<file path="config.mk">
export PLATFORM = sky130hd
export DESIGN_NAME = apb_protocol_monitor
export DESIGN_NICKNAME = d
export VERILOG_FILES = /design/src/apb_bus_pkg.sv /design/src/apb_check_pkg.sv /design/src/apb_phase_tracker.sv /design/src/apb_rule_checks.sv /design/src/apb_watchdog.sv /design/src/apb_error_status.sv /design/src/apb_protocol_monitor.sv
export SDC_FILE = /design/constraint.sdc
export NUM_CORES = 1
export LEC_CHECK = 0
export ABC_AREA = 0
export BUFFER_PORTS_ARGS = -buffer_cell sky130_fd_sc_hd__buf_2
export CAP_MARGIN = 10
export CORE_ASPECT_RATIO = 0.9
export CORE_MARGIN = 5
export CORE_UTILIZATION = 52
export CTS_CLUSTER_SIZE = 12
export DETAILED_ROUTE_END_ITERATION = 16
export GPL_TIMING_DRIVEN = 0
export PLACE_DENSITY_LB_ADDON = 0.12
export SYNTH_ARGS = -nofsm -noshare
export SYNTH_HDL_FRONTEND = slang
export SYNTH_SLANG_ARGS = --single-unit
</file>
<file path="constraint.sdc">
create_clock -name PCLK -period 3.2 [get_ports PCLK]
set_input_delay 0.16 -clock PCLK [delete_from_list [all_inputs] [get_ports PCLK]]
set_output_delay 0.16 -clock PCLK [all_outputs]
set_load 0.005 [all_outputs]
</file>
<file path="src/apb_bus_pkg.sv">
//////////////////////////////////////////////////////////////////////
// APB4 bus definitions shared by the protocol monitor
// Holds the bus widths, the field types and the request struct that
// groups every signal which must stay stable during a transfer
// Reference the contents with scoped names, e.g. apb_bus_pkg::paddr_t
//////////////////////////////////////////////////////////////////////

`default_nettype none

package apb_bus_pkg;

  // Bus widths
  localparam int ADDR_WIDTH = 32;
  localparam int DATA_WIDTH = 32;
  // One strobe per byte lane
  localparam int STRB_WIDTH = DATA_WIDTH / 8;

  // Field types
  typedef logic [ADDR_WIDTH-1:0] paddr_t;
  typedef logic [DATA_WIDTH-1:0] pdata_t;
  typedef logic [STRB_WIDTH-1:0] pstrb_t;
  typedef logic [2:0]            pprot_t;

  // Request fields that are held for the whole transfer
  typedef struct packed {
    paddr_t paddr;
    logic   pwrite;
    pstrb_t pstrb;
    pprot_t pprot;
    pdata_t pwdata;
  } apb_req_t;

endpackage

`default_nettype wire

</file>
<file path="src/apb_check_pkg.sv">
//////////////////////////////////////////////////////////////////////
// Rule definitions for the APB4 protocol monitor
// Every checked rule owns one bit of the violation vector, and the
// enum gives the bit position of each rule
// Also holds the widths of the error counter and the watchdog counter
//////////////////////////////////////////////////////////////////////

`default_nettype none

package apb_check_pkg;

  // Rule indices, bit positions in violation_vec_t
  typedef enum logic [3:0] {
    psel_drop             = 4'd0,
    penable_in_setup      = 4'd1,
    penable_low_in_access = 4'd2,
    paddr_unstable        = 4'd3,
    pwrite_unstable       = 4'd4,
    pstrb_unstable        = 4'd5,
    pprot_unstable        = 4'd6,
    pwdata_unstable       = 4'd7,
    paddr_misaligned      = 4'd8,
    pstrb_on_read         = 4'd9,
    pstrb_irregular       = 4'd10,
    watchdog_expired      = 4'd11
  } violation_e;

  localparam int NUM_VIOLATIONS = 12;

  // One bit per rule
  typedef logic [NUM_VIOLATIONS-1:0] violation_vec_t;

  // Saturating error count and watchdog down-counter
  typedef logic [15:0] viol_count_t;
  typedef logic [15:0] wdog_count_t;

endpackage

`default_nettype wire

</file>
<file path="src/apb_phase_tracker.sv">
//////////////////////////////////////////////////////////////////////
// APB transfer phase tracker
// Keeps a one-cycle copy of the bus and derives setup, access and
// in-transfer state, so the rule checks only compare against these
// All outputs except access_phase are combinational from the registers
//////////////////////////////////////////////////////////////////////

`timescale 1ns/1ns
`default_nettype none

module apb_phase_tracker (
  input  wire logic                  PCLK,
  input  wire logic                  PRESETn,
  input  wire logic                  psel,
  input  wire logic                  penable,
  input  wire logic                  pready,
  input  wire apb_bus_pkg::apb_req_t bus_req,
  output apb_bus_pkg::apb_req_t      prev_req,
  output logic                       setup_phase,
  output logic                       access_phase,
  output logic                       in_transfer,
  output logic                       completing
);

  // Control signals of the previous cycle
  logic prev_psel;
  logic prev_penable;
  logic prev_pready;
  logic prev_completing;

  always_ff @(posedge PCLK or negedge PRESETn)
  begin
    if (!PRESETn)
    begin
      prev_psel    <= 1'b0;
      prev_penable <= 1'b0;
      prev_pready  <= 1'b0;
    end
    else
    begin
      prev_psel    <= psel;
      prev_penable <= penable;
      prev_pready  <= pready;
    end
  end

  // Request copy, payload only
  always_ff @(posedge PCLK)
  begin
    prev_req <= bus_req;
  end

  // Transfer ends when slave accepts the access phase
  assign completing      = psel & penable & pready;
  assign prev_completing = prev_psel & prev_penable & prev_pready;

  // New transfer starts after idle or right after a completion
  assign setup_phase = psel & (~prev_psel | prev_completing);

  // Transfer still open from last cycle
  assign in_transfer = prev_psel & ~prev_completing;

  // Access phase follows setup and lasts until PREADY
  always_ff @(posedge PCLK or negedge PRESETn)
  begin
    if (!PRESETn)
      access_phase <= 1'b0;
    else if (setup_phase)
      access_phase <= 1'b1;
    else if (pready)
      access_phase <= 1'b0;
  end

endmodule

`default_nettype wire

</file>
<file path="src/apb_rule_checks.sv">
//////////////////////////////////////////////////////////////////////
// APB4 bus rule evaluation
// Purely combinational: compares the current bus cycle with the
// phase state and the previous request and raises one bit per rule
// The watchdog bit is left low here and merged in the status block
//////////////////////////////////////////////////////////////////////

`timescale 1ns/1ns
`default_nettype none

module apb_rule_checks (
  input  wire logic                  psel,
  input  wire logic                  penable,
  input  wire logic                  setup_phase,
  input  wire logic                  access_phase,
  input  wire logic                  in_transfer,
  input  wire apb_bus_pkg::apb_req_t bus_req,
  input  wire apb_bus_pkg::apb_req_t prev_req,
  output apb_check_pkg::violation_vec_t violations
);

  localparam int STRB_W    = apb_bus_pkg::STRB_WIDTH;
  // Address bits that select a byte within one data word
  localparam int LANE_BITS = $clog2(STRB_W);

  // Stability checks apply once a transfer has been running
  logic hold_check;
  logic strb_block;

  //////////////////////////////////////////////////////////////////////
  // Strobe shape
  //////////////////////////////////////////////////////////////////////

  // True when strb is exactly 1, 2, 4 .. lanes wide and starts on a
  // multiple of its own width
  function automatic logic strb_is_block(input apb_bus_pkg::pstrb_t strb);
    apb_bus_pkg::pstrb_t mask;
    logic                hit;
    hit = 1'b0;
    for (int size = 1; size <= STRB_W; size = size * 2)
    begin
      for (int base = 0; base < STRB_W; base = base + size)
      begin
        // size ones, shifted up to the block start
        mask = ({STRB_W{1'b1}} >> (STRB_W - size)) << base;
        hit  = hit | (strb == mask);
      end
    end
    return hit;
  endfunction

  assign hold_check = psel & in_transfer;
  assign strb_block = strb_is_block(bus_req.pstrb);

  //////////////////////////////////////////////////////////////////////
  // Rule vector
  //////////////////////////////////////////////////////////////////////

  always_comb
  begin
    violations = '0;

    // Select and enable sequencing
    violations[apb_check_pkg::psel_drop]             = ~psel & in_transfer;
    violations[apb_check_pkg::penable_in_setup]      = setup_phase & penable;
    violations[apb_check_pkg::penable_low_in_access] = access_phase & ~penable;

    // Request fields must hold until completion
    violations[apb_check_pkg::paddr_unstable]  =
      hold_check & (bus_req.paddr != prev_req.paddr);
    violations[apb_check_pkg::pwrite_unstable] =
      hold_check & (bus_req.pwrite != prev_req.pwrite);
    violations[apb_check_pkg::pstrb_unstable]  =
      hold_check & (bus_req.pstrb != prev_req.pstrb);
    violations[apb_check_pkg::pprot_unstable]  =
      hold_check & (bus_req.pprot != prev_req.pprot);
    // Write data only matters on writes
    violations[apb_check_pkg::pwdata_unstable] =
      hold_check & bus_req.pwrite & (bus_req.pwdata != prev_req.pwdata);

    // Word alignment of the address
    violations[apb_check_pkg::paddr_misaligned] =
      psel & (bus_req.paddr[LANE_BITS-1:0] != '0);

    // Strobes are a write-only qualifier
    violations[apb_check_pkg::pstrb_on_read] =
      psel & ~bus_req.pwrite & (bus_req.pstrb != '0);
    violations[apb_check_pkg::pstrb_irregular] =
      psel & (bus_req.pstrb != '0) & ~strb_block;

    // Watchdog bit comes from apb_watchdog
    violations[apb_check_pkg::watchdog_expired] = 1'b0;
  end

endmodule

`default_nettype wire

</file>
<file path="src/apb_watchdog.sv">
//////////////////////////////////////////////////////////////////////
// APB transfer watchdog
// Down-counter loaded with WATCHDOG_TIMEOUT while the bus is idle or
// a transfer completes; expired stays high while it sits at zero
// A WATCHDOG_TIMEOUT of 0 turns the watchdog off
//////////////////////////////////////////////////////////////////////

`timescale 1ns/1ns
`default_nettype none

module apb_watchdog #(
  parameter int WATCHDOG_TIMEOUT = 128
) (
  input  wire logic PCLK,
  input  wire logic PRESETn,
  input  wire logic psel,
  input  wire logic completing,
  output logic      expired
);

  localparam apb_check_pkg::wdog_count_t RELOAD =
    apb_check_pkg::wdog_count_t'(WATCHDOG_TIMEOUT);

  apb_check_pkg::wdog_count_t count;

  always_ff @(posedge PCLK or negedge PRESETn)
  begin
    if (!PRESETn)
      count <= RELOAD;
    else if (!psel || completing)
      count <= RELOAD;
    // Hold at zero until the transfer ends
    else if (count != '0)
      count <= count - 1'b1;
  end

  assign expired = (WATCHDOG_TIMEOUT != 0) && (count == '0);

endmodule

`default_nettype wire

</file>
<file path="src/apb_error_status.sv">
//////////////////////////////////////////////////////////////////////
// Monitor configuration and status
// Masks the rule hits with enable_mask, keeps sticky flags and a
// saturating hit count, and drives a level interrupt from the flags
// clear_flags is a single-cycle pulse, hits on that edge still count
//////////////////////////////////////////////////////////////////////

`timescale 1ns/1ns
`default_nettype none

module apb_error_status (
  input  wire logic                          PCLK,
  input  wire logic                          PRESETn,
  input  wire logic                          clear_flags,
  input  wire logic                          expired,
  input  wire apb_check_pkg::violation_vec_t violations,
  input  wire apb_check_pkg::violation_vec_t enable_mask,
  output apb_check_pkg::violation_vec_t      error_flags,
  output apb_check_pkg::viol_count_t         error_count,
  output logic                               error_irq
);

  apb_check_pkg::violation_vec_t hits;
  apb_check_pkg::viol_count_t    count_base;

  // Watchdog level joins its rule bit, then the enable mask applies
  always_comb
  begin
    hits = violations;
    hits[apb_check_pkg::watchdog_expired] =
      hits[apb_check_pkg::watchdog_expired] | expired;
    hits = hits & enable_mask;
  end

  // Count restarts from zero on a clear
  assign count_base = clear_flags ? '0 : error_count;

  always_ff @(posedge PCLK or negedge PRESETn)
  begin
    if (!PRESETn)
    begin
      error_flags <= '0;
      error_count <= '0;
    end
    else
    begin
      // Sticky, only a clear drops a flag
      if (clear_flags)
        error_flags <= hits;
      else
        error_flags <= error_flags | hits;
      // One step per edge with any enabled hit, stops at all ones
      if ((hits != '0) && (count_base != '1))
        error_count <= count_base + 1'b1;
      else
        error_count <= count_base;
    end
  end

  assign error_irq = |error_flags;

endmodule

`default_nettype wire

</file>
<file path="src/apb_protocol_monitor.sv">
//////////////////////////////////////////////////////////////////////
// APB4 protocol monitor, top level
// Passive observer of one APB4 bus; rule hits are recorded as sticky
// flags one cycle after the offending edge
// Set WATCHDOG_TIMEOUT to the longest legal transfer, 0 disables it
//////////////////////////////////////////////////////////////////////

`timescale 1ns/1ns
`default_nettype none

module apb_protocol_monitor #(
  parameter int WATCHDOG_TIMEOUT = 128
) (
  input  wire logic                          PCLK,
  input  wire logic                          PRESETn,
  input  wire logic                          PSEL,
  input  wire logic                          PENABLE,
  input  wire logic                          PWRITE,
  input  wire logic                          PREADY,
  input  wire apb_bus_pkg::paddr_t           PADDR,
  input  wire apb_bus_pkg::pstrb_t           PSTRB,
  input  wire apb_bus_pkg::pprot_t           PPROT,
  input  wire apb_bus_pkg::pdata_t           PWDATA,
  input  wire apb_check_pkg::violation_vec_t enable_mask,
  input  wire logic                          clear_flags,
  output apb_check_pkg::violation_vec_t      error_flags,
  output apb_check_pkg::viol_count_t         error_count,
  output logic                               error_irq
);

  apb_bus_pkg::apb_req_t         bus_req;
  apb_bus_pkg::apb_req_t         prev_req;
  apb_check_pkg::violation_vec_t violations;
  logic                          setup_phase;
  logic                          access_phase;
  logic                          in_transfer;
  logic                          completing;
  logic                          expired;

  // Fields that must hold for the whole transfer
  assign bus_req = '{paddr: PADDR, pwrite: PWRITE, pstrb: PSTRB,
                     pprot: PPROT, pwdata: PWDATA};

  apb_phase_tracker apb_phase_tracker_inst (
    .PCLK         (PCLK),
    .PRESETn      (PRESETn),
    .psel         (PSEL),
    .penable      (PENABLE),
    .pready       (PREADY),
    .bus_req      (bus_req),
    .prev_req     (prev_req),
    .setup_phase  (setup_phase),
    .access_phase (access_phase),
    .in_transfer  (in_transfer),
    .completing   (completing)
  );

  apb_rule_checks apb_rule_checks_inst (
    .psel         (PSEL),
    .penable      (PENABLE),
    .setup_phase  (setup_phase),
    .access_phase (access_phase),
    .in_transfer  (in_transfer),
    .bus_req      (bus_req),
    .prev_req     (prev_req),
    .violations   (violations)
  );

  apb_watchdog #(
    .WATCHDOG_TIMEOUT (WATCHDOG_TIMEOUT)
  ) apb_watchdog_inst (
    .PCLK       (PCLK),
    .PRESETn    (PRESETn),
    .psel       (PSEL),
    .completing (completing),
    .expired    (expired)
  );

  apb_error_status apb_error_status_inst (
    .PCLK        (PCLK),
    .PRESETn     (PRESETn),
    .clear_flags (clear_flags),
    .expired     (expired),
    .violations  (violations),
    .enable_mask (enable_mask),
    .error_flags (error_flags),
    .error_count (error_count),
    .error_irq   (error_irq)
  );

endmodule

`default_nettype wire

</file>
==> run_summary.xml <==
<?xml version="1.0" encoding="UTF-8"?>
<metrics>
  <group name="synthesis">
    <metric name="post_synth_instance_area" unit="sq um">4660</metric>
    <metric name="syn-num-nets" unit="">509</metric>
    <metric name="synthDominantAreaCellType" unit="">sky130_fd_sc_hd__dfxtp_1</metric>
    <metric name="yosysUniqueCellTypes" unit="">47</metric>
    <metric name="ys_warnings" unit="">0</metric>
    <metric name="number_of_enable_type_register_cells_in_the_synthesized_netlist" unit="">0</metric>
    <metric name="synthCells" unit="">417</metric>
    <metric name="yosys_register_bits" unit="">120</metric>
    <metric name="yosys.area_share.simple" unit="%">16.1</metric>
    <metric name="async_flop_share" unit="%">40.0</metric>
    <metric name="syn_area_per_cell" unit="sq um">11.2</metric>
    <metric name="main_combinational_cell_family_by_area_after_synthesis" unit="">XOR/XNOR gates</metric>
    <metric name="synth.top_cells.by_count" unit="">sky130_fd_sc_hd__dfxtp_1 (72), sky130_fd_sc_hd__xor2_1 (72), sky130_fd_sc_hd__dfrtp_1 (47), sky130_fd_sc_hd__nor4_1 (23), sky130_fd_sc_hd__nor2_1 (22)</metric>
    <metric name="synth_top_cell_area_share" unit="%">30.9</metric>
    <metric name="synthXorXnorAreaFrac" unit="%">16.5</metric>
    <metric name="synth_sequential_area_ratio" unit="%">56.7</metric>
    <metric name="yosys-mux-area-fraction" unit="%">1.21</metric>
    <metric name="synth_flop_cell" unit="">sky130_fd_sc_hd__dfxtp_1</metric>
    <metric name="synth_fa_ha_area_share" unit="%">0.537</metric>
    <metric name="synth_area_leaders" unit="">sky130_fd_sc_hd__dfxtp_1 (31%), sky130_fd_sc_hd__dfrtp_1 (25%), sky130_fd_sc_hd__xor2_1 (14%), sky130_fd_sc_hd__nor4_1 (3.1%), sky130_fd_sc_hd__xnor2_1 (3.0%)</metric>
    <metric name="synth_compound_gate_area_share" unit="%">6.28</metric>
  </group>
  <group name="timing">
    <metric name="fmax" unit="GHz">0.358</metric>
    <metric name="finalHoldViolations" unit="">0</metric>
    <metric name="min_period" unit="ns">2.79</metric>
    <metric name="fin_crit_sh" unit="%">87.2</metric>
    <metric name="rsz0062_at_grt" unit="">false</metric>
    <metric name="setup_viol" unit="">0</metric>
    <metric name="post_route_worst_hold_slack" unit="ns">0.0236</metric>
    <metric name="skew" unit="ns">0.00999</metric>
    <metric name="final-max-slew-violation-count" unit="">0</metric>
    <metric name="tns" unit="ns">0</metric>
    <metric name="max_slew.worst_pin.slew" unit="ns">1.08</metric>
    <metric name="slew_margin_rel" unit="%">28.1</metric>
  </group>
  <group name="worst_setup_path">
    <metric name="cpPeakStageDelay" unit="ns">0.52</metric>
    <metric name="number_of_buffer_and_inverter_stages_on_the_critical_path" unit="">3</metric>
    <metric name="worst_r2r_path_depth" unit="">11</metric>
    <metric name="worst_setup_path_class" unit="">register to register</metric>
    <metric name="r2r-start" unit="">apb_watchdog_inst.count[0]</metric>
    <metric name="worst-r2r-setup-slack" unit="ns">0.41</metric>
    <metric name="setup.worst_path.end_class" unit="">register</metric>
    <metric name="start_kind" unit="">register</metric>
    <metric name="crit_path_cell_trace" unit="">inv_1 -&gt; ha_1 -&gt; nor4b_1 -&gt; nand4b_4 -&gt; o2111ai_2 -&gt; nor3b_1 -&gt; and3_1 -&gt; buf_6 -&gt; buf_6 -&gt; o41ai_1 -&gt; a21oi_1</metric>
    <metric name="critical_path.most_common_cell" unit="">sky130_fd_sc_hd__buf_6</metric>
    <metric name="critical_path.top_delay_family" unit="">simple AND/OR/NAND/NOR gates</metric>
    <metric name="critPathSlowestCell" unit="">sky130_fd_sc_hd__nor4b_1</metric>
    <metric name="cp.required" unit="ns">3.57</metric>
    <metric name="cp.arrival" unit="ns">3.16</metric>
    <metric name="cp.depth" unit="">11</metric>
    <metric name="critical_path.max_fanout" unit="">10</metric>
    <metric name="crit-reg2reg-capture" unit="">apb_error_status_inst.error_count[11]</metric>
  </group>
  <group name="clocking">
    <metric name="tritoncts_num_sinks" unit="">120</metric>
    <metric name="cts.root.buffer_cell" unit="">sky130_fd_sc_hd__clkbuf_8</metric>
    <metric name="worstSkewPairLatency" unit="ns">0.51</metric>
    <metric name="tritoncts_clock_tree" unit="">built</metric>
    <metric name="cts_post_setup_buffers_inserted" unit="">0</metric>
    <metric name="clock_tree.buffer_depth" unit="">2</metric>
    <metric name="cts.htree.levels" unit="">4</metric>
    <metric name="cts-buffers-inserted" unit="">17</metric>
    <metric name="clkTransAtPathRegs" unit="ns">0.06</metric>
  </group>
  <group name="run_status">
    <metric name="run_status" unit="">completed</metric>
  </group>
  <group name="route">
    <metric name="postRouteAntennaNets" unit="">0</metric>
    <metric name="wl_per_cell" unit="um">16.2</metric>
    <metric name="dr_total_vias" unit="">3882</metric>
    <metric name="number_of_design_rule_violations_left_after_detail_routing" unit="">0</metric>
    <metric name="detail_route.wirelength" unit="um">12400</metric>
    <metric name="route.detailed.vias_per_inst" unit="">5.06</metric>
    <metric name="dr.pass1.iters" unit="">5</metric>
    <metric name="drtIter0Drc" unit="">115</metric>
  </group>
  <group name="pwr">
    <metric name="p_seq_share" unit="%">41.3</metric>
    <metric name="power_switching_share" unit="%">25.7</metric>
    <metric name="net-switching-power" unit="mW">1.06</metric>
    <metric name="p_per_area" unit="nW/um^2">607</metric>
    <metric name="static-leakage-power" unit="nW">3.12</metric>
    <metric name="internal-power" unit="mW">3.06</metric>
    <metric name="comb_power_share" unit="%">14.6</metric>
    <metric name="clockPowerShare" unit="%">44.1</metric>
    <metric name="vdd.ir_drop.worst" unit="mV">0.475</metric>
  </group>
  <group name="layout">
    <metric name="layout.area.seq" unit="sq um">2640</metric>
    <metric name="num-nets-final" unit="">729</metric>
    <metric name="fillCellCount" unit="">559</metric>
    <metric name="final-instance-count-excl-fill" unit="">767</metric>
    <metric name="fin_util" unit="%">78.6</metric>
    <metric name="n_antenna_cell" unit="">0</metric>
    <metric name="final_layout_size_suffix_gt1_share" unit="%">25.3</metric>
    <metric name="flow.area_growth_from_synthesis" unit="%">45.9</metric>
    <metric name="multiInputGateArea" unit="sq um">1900</metric>
  </group>
  <group name="floorplan">
    <metric name="rows" unit="">32</metric>
    <metric name="die-area" unit="sq um">11000</metric>
    <metric name="fp.coreArea" unit="sq um">8650</metric>
    <metric name="die_w" unit="um">110</metric>
    <metric name="number_of_i_o_pins" unit="">119</metric>
    <metric name="initial_utilization" unit="%">53.9</metric>
    <metric name="die_h" unit="um">99.8</metric>
  </group>
  <group name="global_routing">
    <metric name="grt-ovfl-total" unit="">0</metric>
    <metric name="grt_antenna_before_repair" unit="">1</metric>
    <metric name="globalRouteTotalUtil" unit="%">23.8</metric>
    <metric name="maximum_number_of_pins_on_one_net_before_global_route_repair" unit="">49</metric>
    <metric name="grt_pass1_wl" unit="um">20300</metric>
    <metric name="grt_pass1_vias" unit="">4221</metric>
  </group>
  <group name="hold_path">
    <metric name="min-delay-start" unit="">enable_mask[1]</metric>
    <metric name="timing.hold.worst.class" unit="">input port to register</metric>
    <metric name="hold_path_end" unit="">apb_error_status_inst.error_flags[1]</metric>
    <metric name="timing.hold.worst_path_depth" unit="">3</metric>
  </group>
  <group name="placement">
    <metric name="buffers_added_on_ports" unit="">118</metric>
    <metric name="gpl.final_weighted_congestion" unit="">0.798</metric>
    <metric name="placed_cells_incl_taps" unit="">654</metric>
    <metric name="place_hpwl" unit="um">7870</metric>
  </group>
  <group name="job">
    <metric name="timing.max_cap.violations" unit="">0</metric>
  </group>
</metrics>
cells by family after synthesis:
family,after synthesis
DFF,120
buffers and inverters,27
adders and majority gates,2
and+or+nand+nor,131
xor gates and xnor gates,88
muxes,5
AOI/OAI and AO/OA,44
worst max-delay path by stage:
| stage | start | to | slack, ns |
|---|---|---|---|
| final | apb_watchdog_inst.count[0] | apb_error_status_inst.error_count[11] | 0.41 |
| after global placement | apb_watchdog_inst.count[0] | apb_error_status_inst.error_count[13] | 0.54 |
| after CTS | apb_watchdog_inst.count[0] | apb_error_status_inst.error_count[11] | 0.37 |
| after detailed placement | apb_watchdog_inst.count[0] | apb_error_status_inst.error_count[11] | 0.47 |
| after global routing | apb_watchdog_inst.count[0] | apb_error_status_inst.error_count[11] | 0.18 |
| after floorplan | apb_watchdog_inst.count[6] | apb_error_status_inst.error_count[13] | 0.75 |
sequential cells by signal, summed over array words and instances, names as in the netlist:
register / count
apb_phase_tracker_inst.prev_psel: 1
apb_error_status_inst.error_flags: 12
apb_phase_tracker_inst.prev_pready: 1
apb_error_status_inst.error_count: 16
apb_phase_tracker_inst.prev_req: 72
apb_phase_tracker_inst.access_phase: 1
apb_watchdog_inst.count: 16
apb_phase_tracker_inst.prev_penable: 1
power by group through the flow:
stage	registers, mW	clock network [mW]	logic [mW]
6_report	1.70	1.82	0.603
3_3_place_gp	1.72	0	0.495
3_5_place_dp	1.73	0	0.511
4_1_cts	1.70	1.83	0.595
2_1_floorplan	1.71	0	0.330
5_1_grt	1.72	1.91	0.665
metal layers:
metal  routed length [um]  track usage, %  vias up
li1                     -               -     1888
met1                 5020            27.4     1869
met2                 6600            42.2      105
met3                  644            7.40       18
met4                  167            7.19        2
met5                    7               0        -
cells in the final DEF, fill, tap and decap left out, drive strengths merged, types with 3 or more instances in the layout:
cell type,n
buf,122
dlygate4sd3,83
xor2,72
dfxtp,72
dfrtp,47
clkbuf,26
nor4,23
nor2,22
inv,20
xnor2,16
o21ai,16
nand4,12
nor3,12
nand3,12
nand2,12
a21oi,10
nor2b,8
nand2b,5
or3,5
mux2,5
or4,4
clkinv,4
o211ai,3
nand3b,3
metrics by stage:
step | cell area [sq um] | setup slack (ns) | total power [mW]
after global routing | 6800 | 0.180 | 4.29
after global placement | 5400 | 0.540 | 2.22
after CTS | 6800 | 0.367 | 4.12
after detailed placement | 5400 | 0.466 | 2.24
after floorplan | 4660 | 0.749 | 2.04
final | 6800 | 0.410 | 4.13
timing repair:
item                                   CTS  global route
hold buffers                            83             0
resized for setup                        0             0
endpoints found under the hold margin  131             0
setup endpoints to repair                0             0
area by class of cell:
class / instances / share of cell area [%]
Multi-Input combinational cell: 270 / 27.9
Timing Repair Buffer: 201 / 20.9
Clock buffer: 20 / 7.03
Inverter: 17 / 0.938
Clock inverter: 10 / 1.32
Tap cell: 119 / 2.19
Buffer: 10 / 0.883
Sequential cell: 120 / 38.9
worst reg2reg max path, delay by kind of cell, from the launching register on:
family	cells	cell delay, ns
AND/OR/NAND/NOR	4	1.00
flip-flops	1	0.40
AO/OA/AOI/OAI	3	0.71
adder cells (fa/ha/maj)	1	0.22
buffers and inverters	3	0.33
No activity file was read; power rests on OpenSTA's default activity.
